<file path="src/logic/cpu_settings.svh">
`ifndef CPU_SETTINGS_SVH
`define CPU_SETTINGS_SVH

// machine word width, also used for addresses
`define WORD_SIZE 16
`define NUM_REGS  4

// major opcode in the top four bits
`define BNE_OP   4'd0
`define BEQ_OP   4'd1
`define BGZ_OP   4'd2
`define BLZ_OP   4'd3
`define ADI_OP   4'd4
`define ORI_OP   4'd5
`define LHI_OP   4'd6
`define LWD_OP   4'd7
`define SWD_OP   4'd8
`define JMP_OP   4'd9
`define JAL_OP   4'd10
`define RTYPE_OP 4'd15

// function field of register-type instructions
`define FUNC_ADD 6'd0
`define FUNC_SUB 6'd1
`define FUNC_AND 6'd2
`define FUNC_ORR 6'd3
`define FUNC_NOT 6'd4
`define FUNC_TCP 6'd5
`define FUNC_SHL 6'd6
`define FUNC_SHR 6'd7
`define FUNC_JPR 6'd25
`define FUNC_JRL 6'd26
`define FUNC_WWD 6'd28
`define FUNC_HLT 6'd29

`define DMEM_DEPTH 256

`endif

</file>
<file path="src/logic/cpuPkg.sv">
`default_nettype none
`include "cpu_settings.svh"

package cpuPkg;

    // one machine word, data or address
    typedef logic [`WORD_SIZE-1:0] wordT;

    typedef logic [$clog2(`NUM_REGS)-1:0] regIdxT;

    typedef logic [3:0] opcodeT;

    typedef logic [5:0] funcT;

    // where an execute operand comes from
    typedef logic [1:0] fwdSelT;

    localparam fwdSelT fwdNone = 2'd0;
    localparam fwdSelT fwdMem  = 2'd1;
    localparam fwdSelT fwdWb   = 2'd2;

    typedef enum logic [3:0] {
        aluAdd,
        aluSub,
        aluAnd,
        aluOr,
        aluNot,
        aluTcp,
        aluShl,
        aluShr,
        aluPass
    } aluOpT;

endpackage

`default_nettype wire

</file>
<file path="src/logic/alu.sv">
`timescale 1ns/1ps
`default_nettype none
`include "cpu_settings.svh"

module alu (
    input  wire cpuPkg::opcodeT opcode,
    input  wire cpuPkg::funcT   func,
    input  wire                 isAlu,
    input  wire cpuPkg::wordT   a,
    input  wire cpuPkg::wordT   b,
    output cpuPkg::wordT        result,
    output logic                bcond
);

    cpuPkg::aluOpT op;

    always_comb begin
        if (isAlu) begin
            case (func)
                `FUNC_ADD: op = cpuPkg::aluAdd;
                `FUNC_SUB: op = cpuPkg::aluSub;
                `FUNC_AND: op = cpuPkg::aluAnd;
                `FUNC_ORR: op = cpuPkg::aluOr;
                `FUNC_NOT: op = cpuPkg::aluNot;
                `FUNC_TCP: op = cpuPkg::aluTcp;
                `FUNC_SHL: op = cpuPkg::aluShl;
                `FUNC_SHR: op = cpuPkg::aluShr;
                default:   op = cpuPkg::aluPass;
            endcase
        end else begin
            case (opcode)
                `ADI_OP, `LWD_OP, `SWD_OP:           op = cpuPkg::aluAdd;
                `ORI_OP:                             op = cpuPkg::aluOr;
                `BNE_OP, `BEQ_OP, `BGZ_OP, `BLZ_OP: op = cpuPkg::aluSub;
                // wwd, jumps and links just pass the a operand
                default:                             op = cpuPkg::aluPass;
            endcase
        end
    end

    always_comb begin
        case (op)
            cpuPkg::aluAdd: result = a + b;
            cpuPkg::aluSub: result = a - b;
            cpuPkg::aluAnd: result = a & b;
            cpuPkg::aluOr:  result = a | b;
            cpuPkg::aluNot: result = ~a;
            cpuPkg::aluTcp: result = ~a + `WORD_SIZE'd1;
            cpuPkg::aluShl: result = {a[`WORD_SIZE-2:0], 1'b0};
            cpuPkg::aluShr: result = {a[`WORD_SIZE-1], a[`WORD_SIZE-1:1]};
            default:        result = a;
        endcase
        // lhi moves the immediate into the upper byte
        if (opcode == `LHI_OP) begin
            result = {b[`WORD_SIZE/2-1:0], {(`WORD_SIZE/2){1'b0}}};
        end
    end

    always_comb begin
        case (opcode)
            `BNE_OP: bcond = (a != b);
            `BEQ_OP: bcond = (a == b);
            `BGZ_OP: bcond = !a[`WORD_SIZE-1] && (a != '0);
            `BLZ_OP: bcond = a[`WORD_SIZE-1];
            default: bcond = 1'b0;
        endcase
    end

endmodule

`default_nettype wire

</file>
<file path="src/logic/cpuCore.sv">
`timescale 1ns/1ps
`default_nettype none

module cpuCore (
    input  wire               Clk,
    input  wire               arstN,
    output cpuPkg::wordT      instrAddr,
    input  wire cpuPkg::wordT instrData,
    output cpuPkg::wordT      dataAddr,
    output cpuPkg::wordT      writeData,
    output logic              dataRead,
    output logic              dataWrite,
    input  wire cpuPkg::wordT readData,
    output cpuPkg::wordT      outputPort,
    output logic              wwdStrobe,
    output cpuPkg::wordT      numInst,
    output logic              halted
);

    cpuPkg::wordT ifIdInstr;
    logic regDst, isJumpI, isJumpR, isAlu, aluSrc, isBranch;
    logic memRead, memWrite, memToReg, regWrite, isWwd;

    // control is decoded from the instruction held in the decode stage
    instrDecoder instrDecoder_i (
        .instr    (ifIdInstr),
        .regDst   (regDst),
        .isJumpI  (isJumpI),
        .isJumpR  (isJumpR),
        .isAlu    (isAlu),
        .aluSrc   (aluSrc),
        .isBranch (isBranch),
        .memRead  (memRead),
        .memWrite (memWrite),
        .memToReg (memToReg),
        .regWrite (regWrite),
        .isWwd    (isWwd)
    );

    datapath datapath_i (
        .Clk        (Clk),
        .arstN      (arstN),
        .instrAddr  (instrAddr),
        .instrData  (instrData),
        .dataAddr   (dataAddr),
        .writeData  (writeData),
        .dataRead   (dataRead),
        .dataWrite  (dataWrite),
        .readData   (readData),
        .ifIdInstr  (ifIdInstr),
        .regDst     (regDst),
        .isJumpI    (isJumpI),
        .isJumpR    (isJumpR),
        .isAlu      (isAlu),
        .aluSrc     (aluSrc),
        .isBranch   (isBranch),
        .memRead    (memRead),
        .memWrite   (memWrite),
        .memToReg   (memToReg),
        .regWrite   (regWrite),
        .isWwd      (isWwd),
        .outputPort (outputPort),
        .wwdStrobe  (wwdStrobe),
        .numInst    (numInst),
        .halted     (halted)
    );

endmodule

`default_nettype wire

</file>
<file path="src/logic/datapath.sv">
`timescale 1ns/1ps
`default_nettype none
`include "cpu_settings.svh"

module datapath (
    input  wire               Clk,
    input  wire               arstN,
    output cpuPkg::wordT      instrAddr,
    input  wire cpuPkg::wordT instrData,
    output cpuPkg::wordT      dataAddr,
    output cpuPkg::wordT      writeData,
    output logic              dataRead,
    output logic              dataWrite,
    input  wire cpuPkg::wordT readData,
    output cpuPkg::wordT      ifIdInstr,
    input  wire               regDst,
    input  wire               isJumpI,
    input  wire               isJumpR,
    input  wire               isAlu,
    input  wire               aluSrc,
    input  wire               isBranch,
    input  wire               memRead,
    input  wire               memWrite,
    input  wire               memToReg,
    input  wire               regWrite,
    input  wire               isWwd,
    output cpuPkg::wordT      outputPort,
    output logic              wwdStrobe,
    output cpuPkg::wordT      numInst,
    output logic              halted
);

    cpuPkg::wordT pc, pcPlusOne, pcNext;
    cpuPkg::wordT ifIdPc;
    logic         ifIdBubble;

    cpuPkg::wordT   idExPc, idExRsData, idExRtData, idExImm;
    cpuPkg::regIdxT idExRs, idExRt, idExRd;
    cpuPkg::opcodeT idExOpcode;
    cpuPkg::funcT   idExFunc;
    logic           idExBubble, idExLink, idExIsAlu, idExAluSrc, idExMemToReg;
    logic           idExIsJumpR, idExIsBranch, idExMemRead, idExMemWrite;
    logic           idExRegWrite, idExIsWwd, idExHlt;

    cpuPkg::wordT   exMemResult, exMemStoreData;
    cpuPkg::regIdxT exMemRd;
    logic           exMemBubble, exMemMemRead, exMemMemWrite, exMemMemToReg;
    logic           exMemRegWrite, exMemIsWwd, exMemHlt;

    cpuPkg::wordT   memWbResult, memWbReadData;
    cpuPkg::regIdxT memWbRd;
    logic           memWbBubble, memWbMemToReg, memWbRegWrite, memWbIsWwd, memWbHlt;

    cpuPkg::opcodeT idOpcode;
    cpuPkg::funcT   idFunc;
    cpuPkg::regIdxT idRs, idRt, idRd;
    cpuPkg::wordT   idImm, idRsRaw, idRtRaw, idRsData, idRtData, jumpTarget;
    logic           idUseRs, idUseRt, idHlt, idRedirect;

    cpuPkg::fwdSelT fwdA, fwdB;
    cpuPkg::wordT   exRsVal, exRtVal, aluA, aluB, aluResult, branchTarget, wbValue;
    logic           bcond, branchTaken, exRedirect, loadStall, hltAhead, idExSquash;

    assign idOpcode = ifIdInstr[15:12];
    assign idRs     = ifIdInstr[11:10];
    assign idRt     = ifIdInstr[9:8];
    assign idFunc   = ifIdInstr[5:0];
    assign idHlt    = (idOpcode == `RTYPE_OP) && (idFunc == `FUNC_HLT);
    assign idRd     = (regWrite && (isJumpI || isJumpR)) ? cpuPkg::regIdxT'(2)
                    : (regDst ? ifIdInstr[7:6] : idRt);

    // ori takes its immediate unsigned
    assign idImm = (idOpcode == `ORI_OP) ? {8'h00, ifIdInstr[7:0]}
                                         : {{8{ifIdInstr[7]}}, ifIdInstr[7:0]};
    assign jumpTarget = {ifIdPc[15:12], ifIdInstr[11:0]};

    assign idUseRs = !ifIdBubble && (idOpcode != `JMP_OP) && (idOpcode != `JAL_OP);
    assign idUseRt = !ifIdBubble
                  && (((idOpcode == `RTYPE_OP) && (idFunc <= `FUNC_SHR))
                   || (idOpcode == `BNE_OP) || (idOpcode == `BEQ_OP)
                   || (idOpcode == `SWD_OP));

    // decode sees a register that is being written back in this cycle
    assign idRsData = (memWbRegWrite && (memWbRd == idRs)) ? wbValue : idRsRaw;
    assign idRtData = (memWbRegWrite && (memWbRd == idRt)) ? wbValue : idRtRaw;

    always_comb begin
        case (fwdA)
            cpuPkg::fwdMem: exRsVal = exMemResult;
            cpuPkg::fwdWb:  exRsVal = wbValue;
            default:        exRsVal = idExRsData;
        endcase
        case (fwdB)
            cpuPkg::fwdMem: exRtVal = exMemResult;
            cpuPkg::fwdWb:  exRtVal = wbValue;
            default:        exRtVal = idExRtData;
        endcase
    end

    // links write the return address through the alu
    assign aluA         = idExLink ? idExPc : exRsVal;
    assign aluB         = idExAluSrc ? idExImm : exRtVal;
    assign branchTarget = idExPc + idExImm;
    assign branchTaken  = !idExBubble && idExIsBranch && bcond;
    assign exRedirect   = branchTaken || (!idExBubble && idExIsJumpR);
    assign idRedirect   = !ifIdBubble && isJumpI;

    // nothing younger than an hlt may reach memory or writeback
    assign hltAhead   = idExHlt || exMemHlt;
    assign idExSquash = ifIdBubble || exRedirect || loadStall || hltAhead;

    assign pcPlusOne = pc + `WORD_SIZE'd1;

    always_comb begin
        if (loadStall) begin
            pcNext = pc;
        end else if (branchTaken) begin
            pcNext = branchTarget;
        end else if (exRedirect) begin
            pcNext = exRsVal;
        end else if (idRedirect) begin
            pcNext = jumpTarget;
        end else begin
            pcNext = pcPlusOne;
        end
    end

    assign wbValue   = memWbMemToReg ? memWbReadData : memWbResult;
    assign instrAddr = pc;
    assign dataAddr  = exMemResult;
    assign writeData = exMemStoreData;
    assign dataRead  = exMemMemRead;
    assign dataWrite = exMemMemWrite;

    always_ff @(posedge Clk or negedge arstN) begin
        if (!arstN) begin
            pc            <= '0;
            ifIdBubble    <= 1'b1;
            idExBubble    <= 1'b1;
            idExIsJumpR   <= 1'b0;
            idExIsBranch  <= 1'b0;
            idExMemRead   <= 1'b0;
            idExMemWrite  <= 1'b0;
            idExRegWrite  <= 1'b0;
            idExIsWwd     <= 1'b0;
            idExHlt       <= 1'b0;
            exMemBubble   <= 1'b1;
            exMemMemRead  <= 1'b0;
            exMemMemWrite <= 1'b0;
            exMemRegWrite <= 1'b0;
            exMemIsWwd    <= 1'b0;
            exMemHlt      <= 1'b0;
            memWbBubble   <= 1'b1;
            memWbRegWrite <= 1'b0;
            memWbIsWwd    <= 1'b0;
            memWbHlt      <= 1'b0;
            wwdStrobe     <= 1'b0;
            outputPort    <= '0;
            numInst       <= '0;
            halted        <= 1'b0;
        end else if (!halted) begin
            pc <= pcNext;
            if (!loadStall) begin
                ifIdBubble <= exRedirect || idRedirect;
            end

            idExBubble   <= idExSquash;
            idExIsJumpR  <= !idExSquash && isJumpR;
            idExIsBranch <= !idExSquash && isBranch;
            idExMemRead  <= !idExSquash && memRead;
            idExMemWrite <= !idExSquash && memWrite;
            idExRegWrite <= !idExSquash && regWrite;
            idExIsWwd    <= !idExSquash && isWwd;
            idExHlt      <= !idExSquash && idHlt;

            exMemBubble   <= idExBubble;
            exMemMemRead  <= idExMemRead;
            exMemMemWrite <= idExMemWrite;
            exMemRegWrite <= idExRegWrite;
            exMemIsWwd    <= idExIsWwd;
            exMemHlt      <= idExHlt;

            memWbBubble   <= exMemBubble;
            memWbRegWrite <= exMemRegWrite;
            memWbIsWwd    <= exMemIsWwd;
            memWbHlt      <= exMemHlt;

            wwdStrobe <= memWbIsWwd;
            if (memWbIsWwd) begin
                outputPort <= memWbResult;
            end
            if (!memWbBubble) begin
                numInst <= numInst + `WORD_SIZE'd1;
            end
            if (memWbHlt) begin
                halted <= 1'b1;
            end
        end
    end

    always_ff @(posedge Clk) begin
        if (!halted) begin
            if (!loadStall) begin
                ifIdInstr <= instrData;
                ifIdPc    <= pcPlusOne;
            end
            idExPc       <= ifIdPc;
            idExRsData   <= idRsData;
            idExRtData   <= idRtData;
            idExImm      <= idImm;
            idExRs       <= idRs;
            idExRt       <= idRt;
            idExRd       <= idRd;
            idExOpcode   <= idOpcode;
            idExFunc     <= idFunc;
            idExLink     <= regWrite && (isJumpI || isJumpR);
            idExIsAlu    <= isAlu;
            idExAluSrc   <= aluSrc;
            idExMemToReg <= memToReg;

            exMemResult    <= aluResult;
            exMemStoreData <= exRtVal;
            exMemRd        <= idExRd;
            exMemMemToReg  <= idExMemToReg;

            memWbResult   <= exMemResult;
            memWbReadData <= readData;
            memWbRd       <= exMemRd;
            memWbMemToReg <= exMemMemToReg;
        end
    end

    regFile regFile_i (
        .Clk       (Clk),
        .arstN     (arstN),
        .rs        (idRs),
        .rt        (idRt),
        .rd        (memWbRd),
        .writeData (wbValue),
        .regWrite  (memWbRegWrite),
        .rsData    (idRsRaw),
        .rtData    (idRtRaw)
    );

    alu alu_i (
        .opcode (idExOpcode),
        .func   (idExFunc),
        .isAlu  (idExIsAlu),
        .a      (aluA),
        .b      (aluB),
        .result (aluResult),
        .bcond  (bcond)
    );

    hazardUnit hazardUnit_i (
        .idRs        (idRs),
        .idRt        (idRt),
        .idUseRs     (idUseRs),
        .idUseRt     (idUseRt),
        .exRs        (idExRs),
        .exRt        (idExRt),
        .exRd        (idExRd),
        .exMemRead   (idExMemRead),
        .memRd       (exMemRd),
        .memRegWrite (exMemRegWrite),
        .wbRd        (memWbRd),
        .wbRegWrite  (memWbRegWrite),
        .fwdA        (fwdA),
        .fwdB        (fwdB),
        .loadStall   (loadStall)
    );

endmodule

`default_nettype wire

</file>
<file path="src/logic/hazardUnit.sv">
`timescale 1ns/1ps
`default_nettype none

module hazardUnit (
    input  wire cpuPkg::regIdxT idRs,
    input  wire cpuPkg::regIdxT idRt,
    input  wire                 idUseRs,
    input  wire                 idUseRt,
    input  wire cpuPkg::regIdxT exRs,
    input  wire cpuPkg::regIdxT exRt,
    input  wire cpuPkg::regIdxT exRd,
    input  wire                 exMemRead,
    input  wire cpuPkg::regIdxT memRd,
    input  wire                 memRegWrite,
    input  wire cpuPkg::regIdxT wbRd,
    input  wire                 wbRegWrite,
    output cpuPkg::fwdSelT      fwdA,
    output cpuPkg::fwdSelT      fwdB,
    output logic                loadStall
);

    // the younger producer in EX/MEM wins over writeback
    function automatic cpuPkg::fwdSelT pickSource(input cpuPkg::regIdxT src);
        if (memRegWrite && (memRd == src)) begin
            return cpuPkg::fwdMem;
        end else if (wbRegWrite && (wbRd == src)) begin
            return cpuPkg::fwdWb;
        end
        return cpuPkg::fwdNone;
    endfunction

    always_comb begin
        fwdA = pickSource(exRs);
        fwdB = pickSource(exRt);
    end

    // a load in execute has no data until its memory stage
    assign loadStall = exMemRead
                    && ((idUseRs && (idRs == exRd)) || (idUseRt && (idRt == exRd)));

endmodule

`default_nettype wire

</file>
<file path="src/logic/instrDecoder.sv">
`timescale 1ns/1ps
`default_nettype none
`include "cpu_settings.svh"

module instrDecoder (
    input  wire cpuPkg::wordT instr,
    output logic              regDst,
    output logic              isJumpI,
    output logic              isJumpR,
    output logic              isAlu,
    output logic              aluSrc,
    output logic              isBranch,
    output logic              memRead,
    output logic              memWrite,
    output logic              memToReg,
    output logic              regWrite,
    output logic              isWwd
);

    cpuPkg::opcodeT opcode;
    cpuPkg::funcT   func;
    logic           rtype;
    logic           aluFunc;

    assign opcode = instr[15:12];
    assign func   = instr[5:0];
    assign rtype  = (opcode == `RTYPE_OP);

    // arithmetic and logic functions sit below the jump and system codes
    assign aluFunc = rtype && (func <= `FUNC_SHR);

    assign regDst  = aluFunc;
    assign isAlu   = aluFunc;
    assign isJumpI = (opcode == `JMP_OP) || (opcode == `JAL_OP);
    assign isJumpR = rtype && ((func == `FUNC_JPR) || (func == `FUNC_JRL));
    assign isWwd   = rtype && (func == `FUNC_WWD);

    assign aluSrc = (opcode == `ADI_OP) || (opcode == `ORI_OP) || (opcode == `LHI_OP)
                 || (opcode == `LWD_OP) || (opcode == `SWD_OP);

    assign isBranch = (opcode == `BNE_OP) || (opcode == `BEQ_OP)
                   || (opcode == `BGZ_OP) || (opcode == `BLZ_OP);

    assign memRead  = (opcode == `LWD_OP);
    assign memWrite = (opcode == `SWD_OP);
    assign memToReg = (opcode == `LWD_OP);

    // jal and jrl link into register 2
    assign regWrite = aluFunc
                   || (opcode == `ADI_OP) || (opcode == `ORI_OP) || (opcode == `LHI_OP)
                   || (opcode == `LWD_OP) || (opcode == `JAL_OP)
                   || (rtype && (func == `FUNC_JRL));

endmodule

`default_nettype wire

</file>
<file path="src/logic/regFile.sv">
`timescale 1ns/1ps
`default_nettype none
`include "cpu_settings.svh"

module regFile (
    input  wire                 Clk,
    input  wire                 arstN,
    input  wire cpuPkg::regIdxT rs,
    input  wire cpuPkg::regIdxT rt,
    input  wire cpuPkg::regIdxT rd,
    input  wire cpuPkg::wordT   writeData,
    input  wire                 regWrite,
    output cpuPkg::wordT        rsData,
    output cpuPkg::wordT        rtData
);

    cpuPkg::wordT regs [`NUM_REGS];

    always_ff @(posedge Clk or negedge arstN) begin
        if (!arstN) begin
            for (int i = 0; i < `NUM_REGS; i++) begin
                regs[i] <= '0;
            end
        end else if (regWrite) begin
            regs[rd] <= writeData;
        end
    end

    assign rsData = regs[rs];
    assign rtData = regs[rt];

endmodule

`default_nettype wire

</file>
<file path="config.mk">
export PLATFORM = sky130hd
export DESIGN_NAME = cpuCore
export DESIGN_NICKNAME = d
export VERILOG_FILES = /design/src/logic/cpuPkg.sv /design/src/logic/alu.sv /design/src/logic/cpuCore.sv /design/src/logic/datapath.sv /design/src/logic/hazardUnit.sv /design/src/logic/instrDecoder.sv /design/src/logic/regFile.sv
export VERILOG_INCLUDE_DIRS = /design/src /design/src/logic
export SDC_FILE = /design/constraint.sdc
export NUM_CORES = 1
export LEC_CHECK = 0
export ABC_CLOCK_PERIOD_IN_PS = 6560
export BUFFER_PORTS_ARGS = -buffer_cell sky130_fd_sc_hd__buf_2
export CAP_MARGIN = 10
export CORE_MARGIN = 4
export CORE_UTILIZATION = 60
export CTS_BUF_LIST = sky130_fd_sc_hd__clkbuf_16
export DETAILED_ROUTE_END_ITERATION = 12
export PLACE_DENSITY = 0.79
export SYNTH_ARGS = -nofsm -noshare
export SYNTH_HDL_FRONTEND = slang
export SYNTH_SLANG_ARGS = --single-unit
export TNS_END_PERCENT = 100
</file>
<file path="constraint.sdc">
create_clock -name Clk -period 6.56 [get_ports Clk]
set_input_delay 0.656 -clock Clk [delete_from_list [all_inputs] [get_ports Clk]]
set_output_delay 0.656 -clock Clk [all_outputs]
set_load 0.02 [all_outputs]
</file>
==> run summary <==
R2R Setup Slk = 0.31 ns
Ys Warns = 0
main area contributors after synthesis = edfxtp_1, dfrtp_1, o21ai_0, ha_1, mux4_2
die area = 32600 um2
initial antenna violation count = 1
Worst Reg-to-Reg Cells = 13
Max Cap Viol = 0
cts hold-fix bufs = 0
area occupied by multi-input gates = 8590 um2
Remaining DRCs = 0
min-delay worst type = in -> async
Initial DRT Pass Iterations = 6
pwr/cell area = 495 nW/um2
IO Port Bufs = 117
CTS Sinks = 312
Routability Congestion = 0.988
FILL cells = 2176
status = finished, final reports clean
setup TNS = 0 ns
routed wl met3 = 5310 um
worst r2r src = datapath_i.memWbMemToReg$_DFFE_PN_
Slew HR = 24.1%
met2 routed WL = 24600 um
Max IR drop VDD = 0.382 mV
CTS tree = built
cts repair resizes = 0
vias in the first global route = 13847
leakage = 8.40 nW
Yosys top cell area share = 29.1%
Post-Synthesis Cells = 1652
Period Utilization, post-route = 95.3%
sequential fraction of the synthesis area = 48.4%
maximum fanout along the worst path = 23
Post-synth EDFFs = 173
die width = 181 um
number of synthesized register bits = 312
Post-synth top flop = edfxtp_1
Worst-Margin Slew = 1.14 ns
Post-synth ARST share = 42.6%
CP arrival = 6.69 ns
Final Skew = 0.0301 ns
Synth Net Count = 1755
setup ws final = 0.309 ns
synthesized area = 17900 um2
I/O pins = 118
DR top layer = met5
f_max = 160 MHz
dpl hpwl = 37000 um
final setup fails = 0
crit path launch type = flip-flop
syn_area_per_cell = 10.8 um2
clk_lat worst skew = 0.53 ns
Required @ worst endpoint = 7.00 ns
Core Rows = 62
synth unique cells = 89
Global Route Usage Sum = 31.3%
CTS buffer count = 35
WL per Instance = 24.1 um
CTS root buffer = clkbuf_16
worst slack at placement = 0.564 ns
unrepaired setup endpoints after global routing = false
Antenna diodes = 0
Hold Fails Final Rpt = 0
# nets final = 1849
RR Endpoint = datapath_i.instrAddr[0]$_DFFE_PN0P_
via count = 14178
Initial Util = 61.6%
most frequent cell after synthesis = nand2_1
largest net degree at the start of global routing = 81
core area = 29000 um2
Die Y = 181 um
Reg area = 8650 um2
Post-CTS Setup Inserts = 0
global-route wire length before repair = 80800 um
WS Path Type = reg -> reg
DRT met1 WL = 20300 um
area grow syn2layout = 11.5%
GRT overflow = 0
Layout Utilization = 68.6%
CTS clk-pin slew, worst paths = 0.06 ns
Slew Limit Fails = 0
H-tree depth = 2
crit end category = flip-flop
layout cells sized above 1 = 18.6%
synth cell count leaders = nand2_1, edfxtp_1, o21ai_0, dfrtp_1, nor2_1
DR vias/cell = 6.57
DR iter-0 viols = 1639
Final Critical Period = 6.25 ns
post-route ant nets = 0
cell taking the most area after synthesis = edfxtp_1
drt total wl = 52000 um
CTS Buffer Depth = 3
==> state kept, by name (all words and copies together) (netlist names), 4 cells and up, named ones only <==
name / flops
datapath_i.regFile_i.regs: 64
datapath_i.dataAddr: 16
datapath_i.idExPc: 16
datapath_i.idExRsData: 16
datapath_i.idExRtData: 16
datapath_i.ifIdInstr: 16
datapath_i.ifIdPc: 16
datapath_i.instrAddr: 16
datapath_i.memWbReadData: 16
datapath_i.memWbResult: 16
datapath_i.numInst: 16
datapath_i.outputPort: 16
datapath_i.writeData: 16
datapath_i.idExFunc: 5
datapath_i.idExImm: 4
datapath_i.idExOpcode: 4
==> per-stage QoR <==
step                      power (W)  cell area [um2]  hold slack (ns)  instances
final                       0.00985            19900            0.137       2157
after global routing         0.0104            19900            0.189       2157
after CTS                   0.00976            19900            0.156       2154
after detailed placement    0.00785            18800            0.407       2090
after global placement      0.00772            18800            0.401       2090
after floorplan             0.00643            17900            0.360       1652
==> worst max-delay path, cell delays in order, from the launching register on <==
cell and delay [ns]:
edfxtp_1 0.98, mux2i_1 0.49, and4_1 0.36, o31ai_1 0.84
mux2i_1 0.50, ha_1 0.55, nor3_1 0.49, nand4_1 0.22
or3_1 0.35, nand4b_1 0.10, o21a_1 0.13, nand2_2 0.37
or4_1 0.64, o211ai_1 0.11
==> kinds of logic (layout without fill, tap and decap cells) <==
| logic type | after synthesis | after routing | share of synthesized area [%] |
|---|---|---|---|
| AO/OA/AOI/OAI | 423 | 423 | 14.9 |
| AND/OR/NAND/NOR | 464 | 464 | 12.5 |
| XOR/XNOR | 85 | 85 | 4.29 |
| multiplexers | 146 | 146 | 11.3 |
| adder cells (fa/ha/maj) | 69 | 69 | 4.96 |
| flip-flops | 312 | 312 | 48.4 |
| buffers and inverters | 153 | 274 | 3.64 |
==> layout by cell type (no fill, tap or decap), types with 15 or more instances in the layout <==
| cell | instances |
|---|---|
| nand2_1 | 191 |
| edfxtp_1 | 173 |
| o21ai_0 | 168 |
| dfrtp_1 | 129 |
| buf_2 | 116 |
| nor2_1 | 95 |
| a21oi_1 | 83 |
| inv_1 | 67 |
| ha_1 | 66 |
| xnor2_1 | 60 |
| mux2_2 | 51 |
| mux2i_1 | 50 |
| clkbuf_16 | 38 |
| mux4_2 | 32 |
| buf_4 | 31 |
| nand4_1 | 30 |
| nand3_1 | 28 |
| a31oi_1 | 22 |
| xor2_1 | 21 |
| nor3_1 | 20 |
| a221oi_1 | 20 |
| and4_1 | 16 |
| or3_1 | 16 |
| nand2b_1 | 15 |
| o31ai_1 | 15 |
==> worst max-delay path by stage <==
stage	startpoint	to	slack, ns
global placement	datapath_i.memWbRd[1]$_DFFE_PN_	datapath_i.instrAddr[0]$_DFFE_PN0P_	0.68
detailed placement	datapath_i.memWbRd[1]$_DFFE_PN_	datapath_i.instrAddr[0]$_DFFE_PN0P_	0.56
floorplan	datapath_i.halted$_DFF_PN0_	datapath_i.ifIdInstr[0]$_DFFE_PP_	1.08
global route	datapath_i.idExRs[1]$_DFFE_PN_	datapath_i.dataAddr[14]$_DFFE_PN_	0.18
finish	datapath_i.memWbMemToReg$_DFFE_PN_	datapath_i.instrAddr[0]$_DFFE_PN0P_	0.31
CTS	datapath_i.memWbRd[1]$_DFFE_PN_	datapath_i.instrAddr[0]$_DFFE_PN0P_	0.54
==> routing by layer <==
layer	up-vias	GRT usage, %
met4	2	10.0
met3	136	6.00
met5	-	0
met2	840	50.8
li1	6328	-
met1	6872	43.2
==> power breakdown <==
group | internal (W) | switching (W) | total, W
sequential | 0.00290 | 0.000676 | 0.00358
combinational | 0.00172 | 0.00268 | 0.00439
clock | 0.00108 | 0.000791 | 0.00187
==> area by class of cell <==
class,count,share of cell area (%)
multi-input cells,1187,43.1
well taps,384,2.41
repair buffers,151,4.37
clock inverters,26,0.729
clock buffers,38,4.78
inverters,59,1.14
flip-flops and latches,312,43.4
Note: power is estimated with default switching activity, not from simulation.
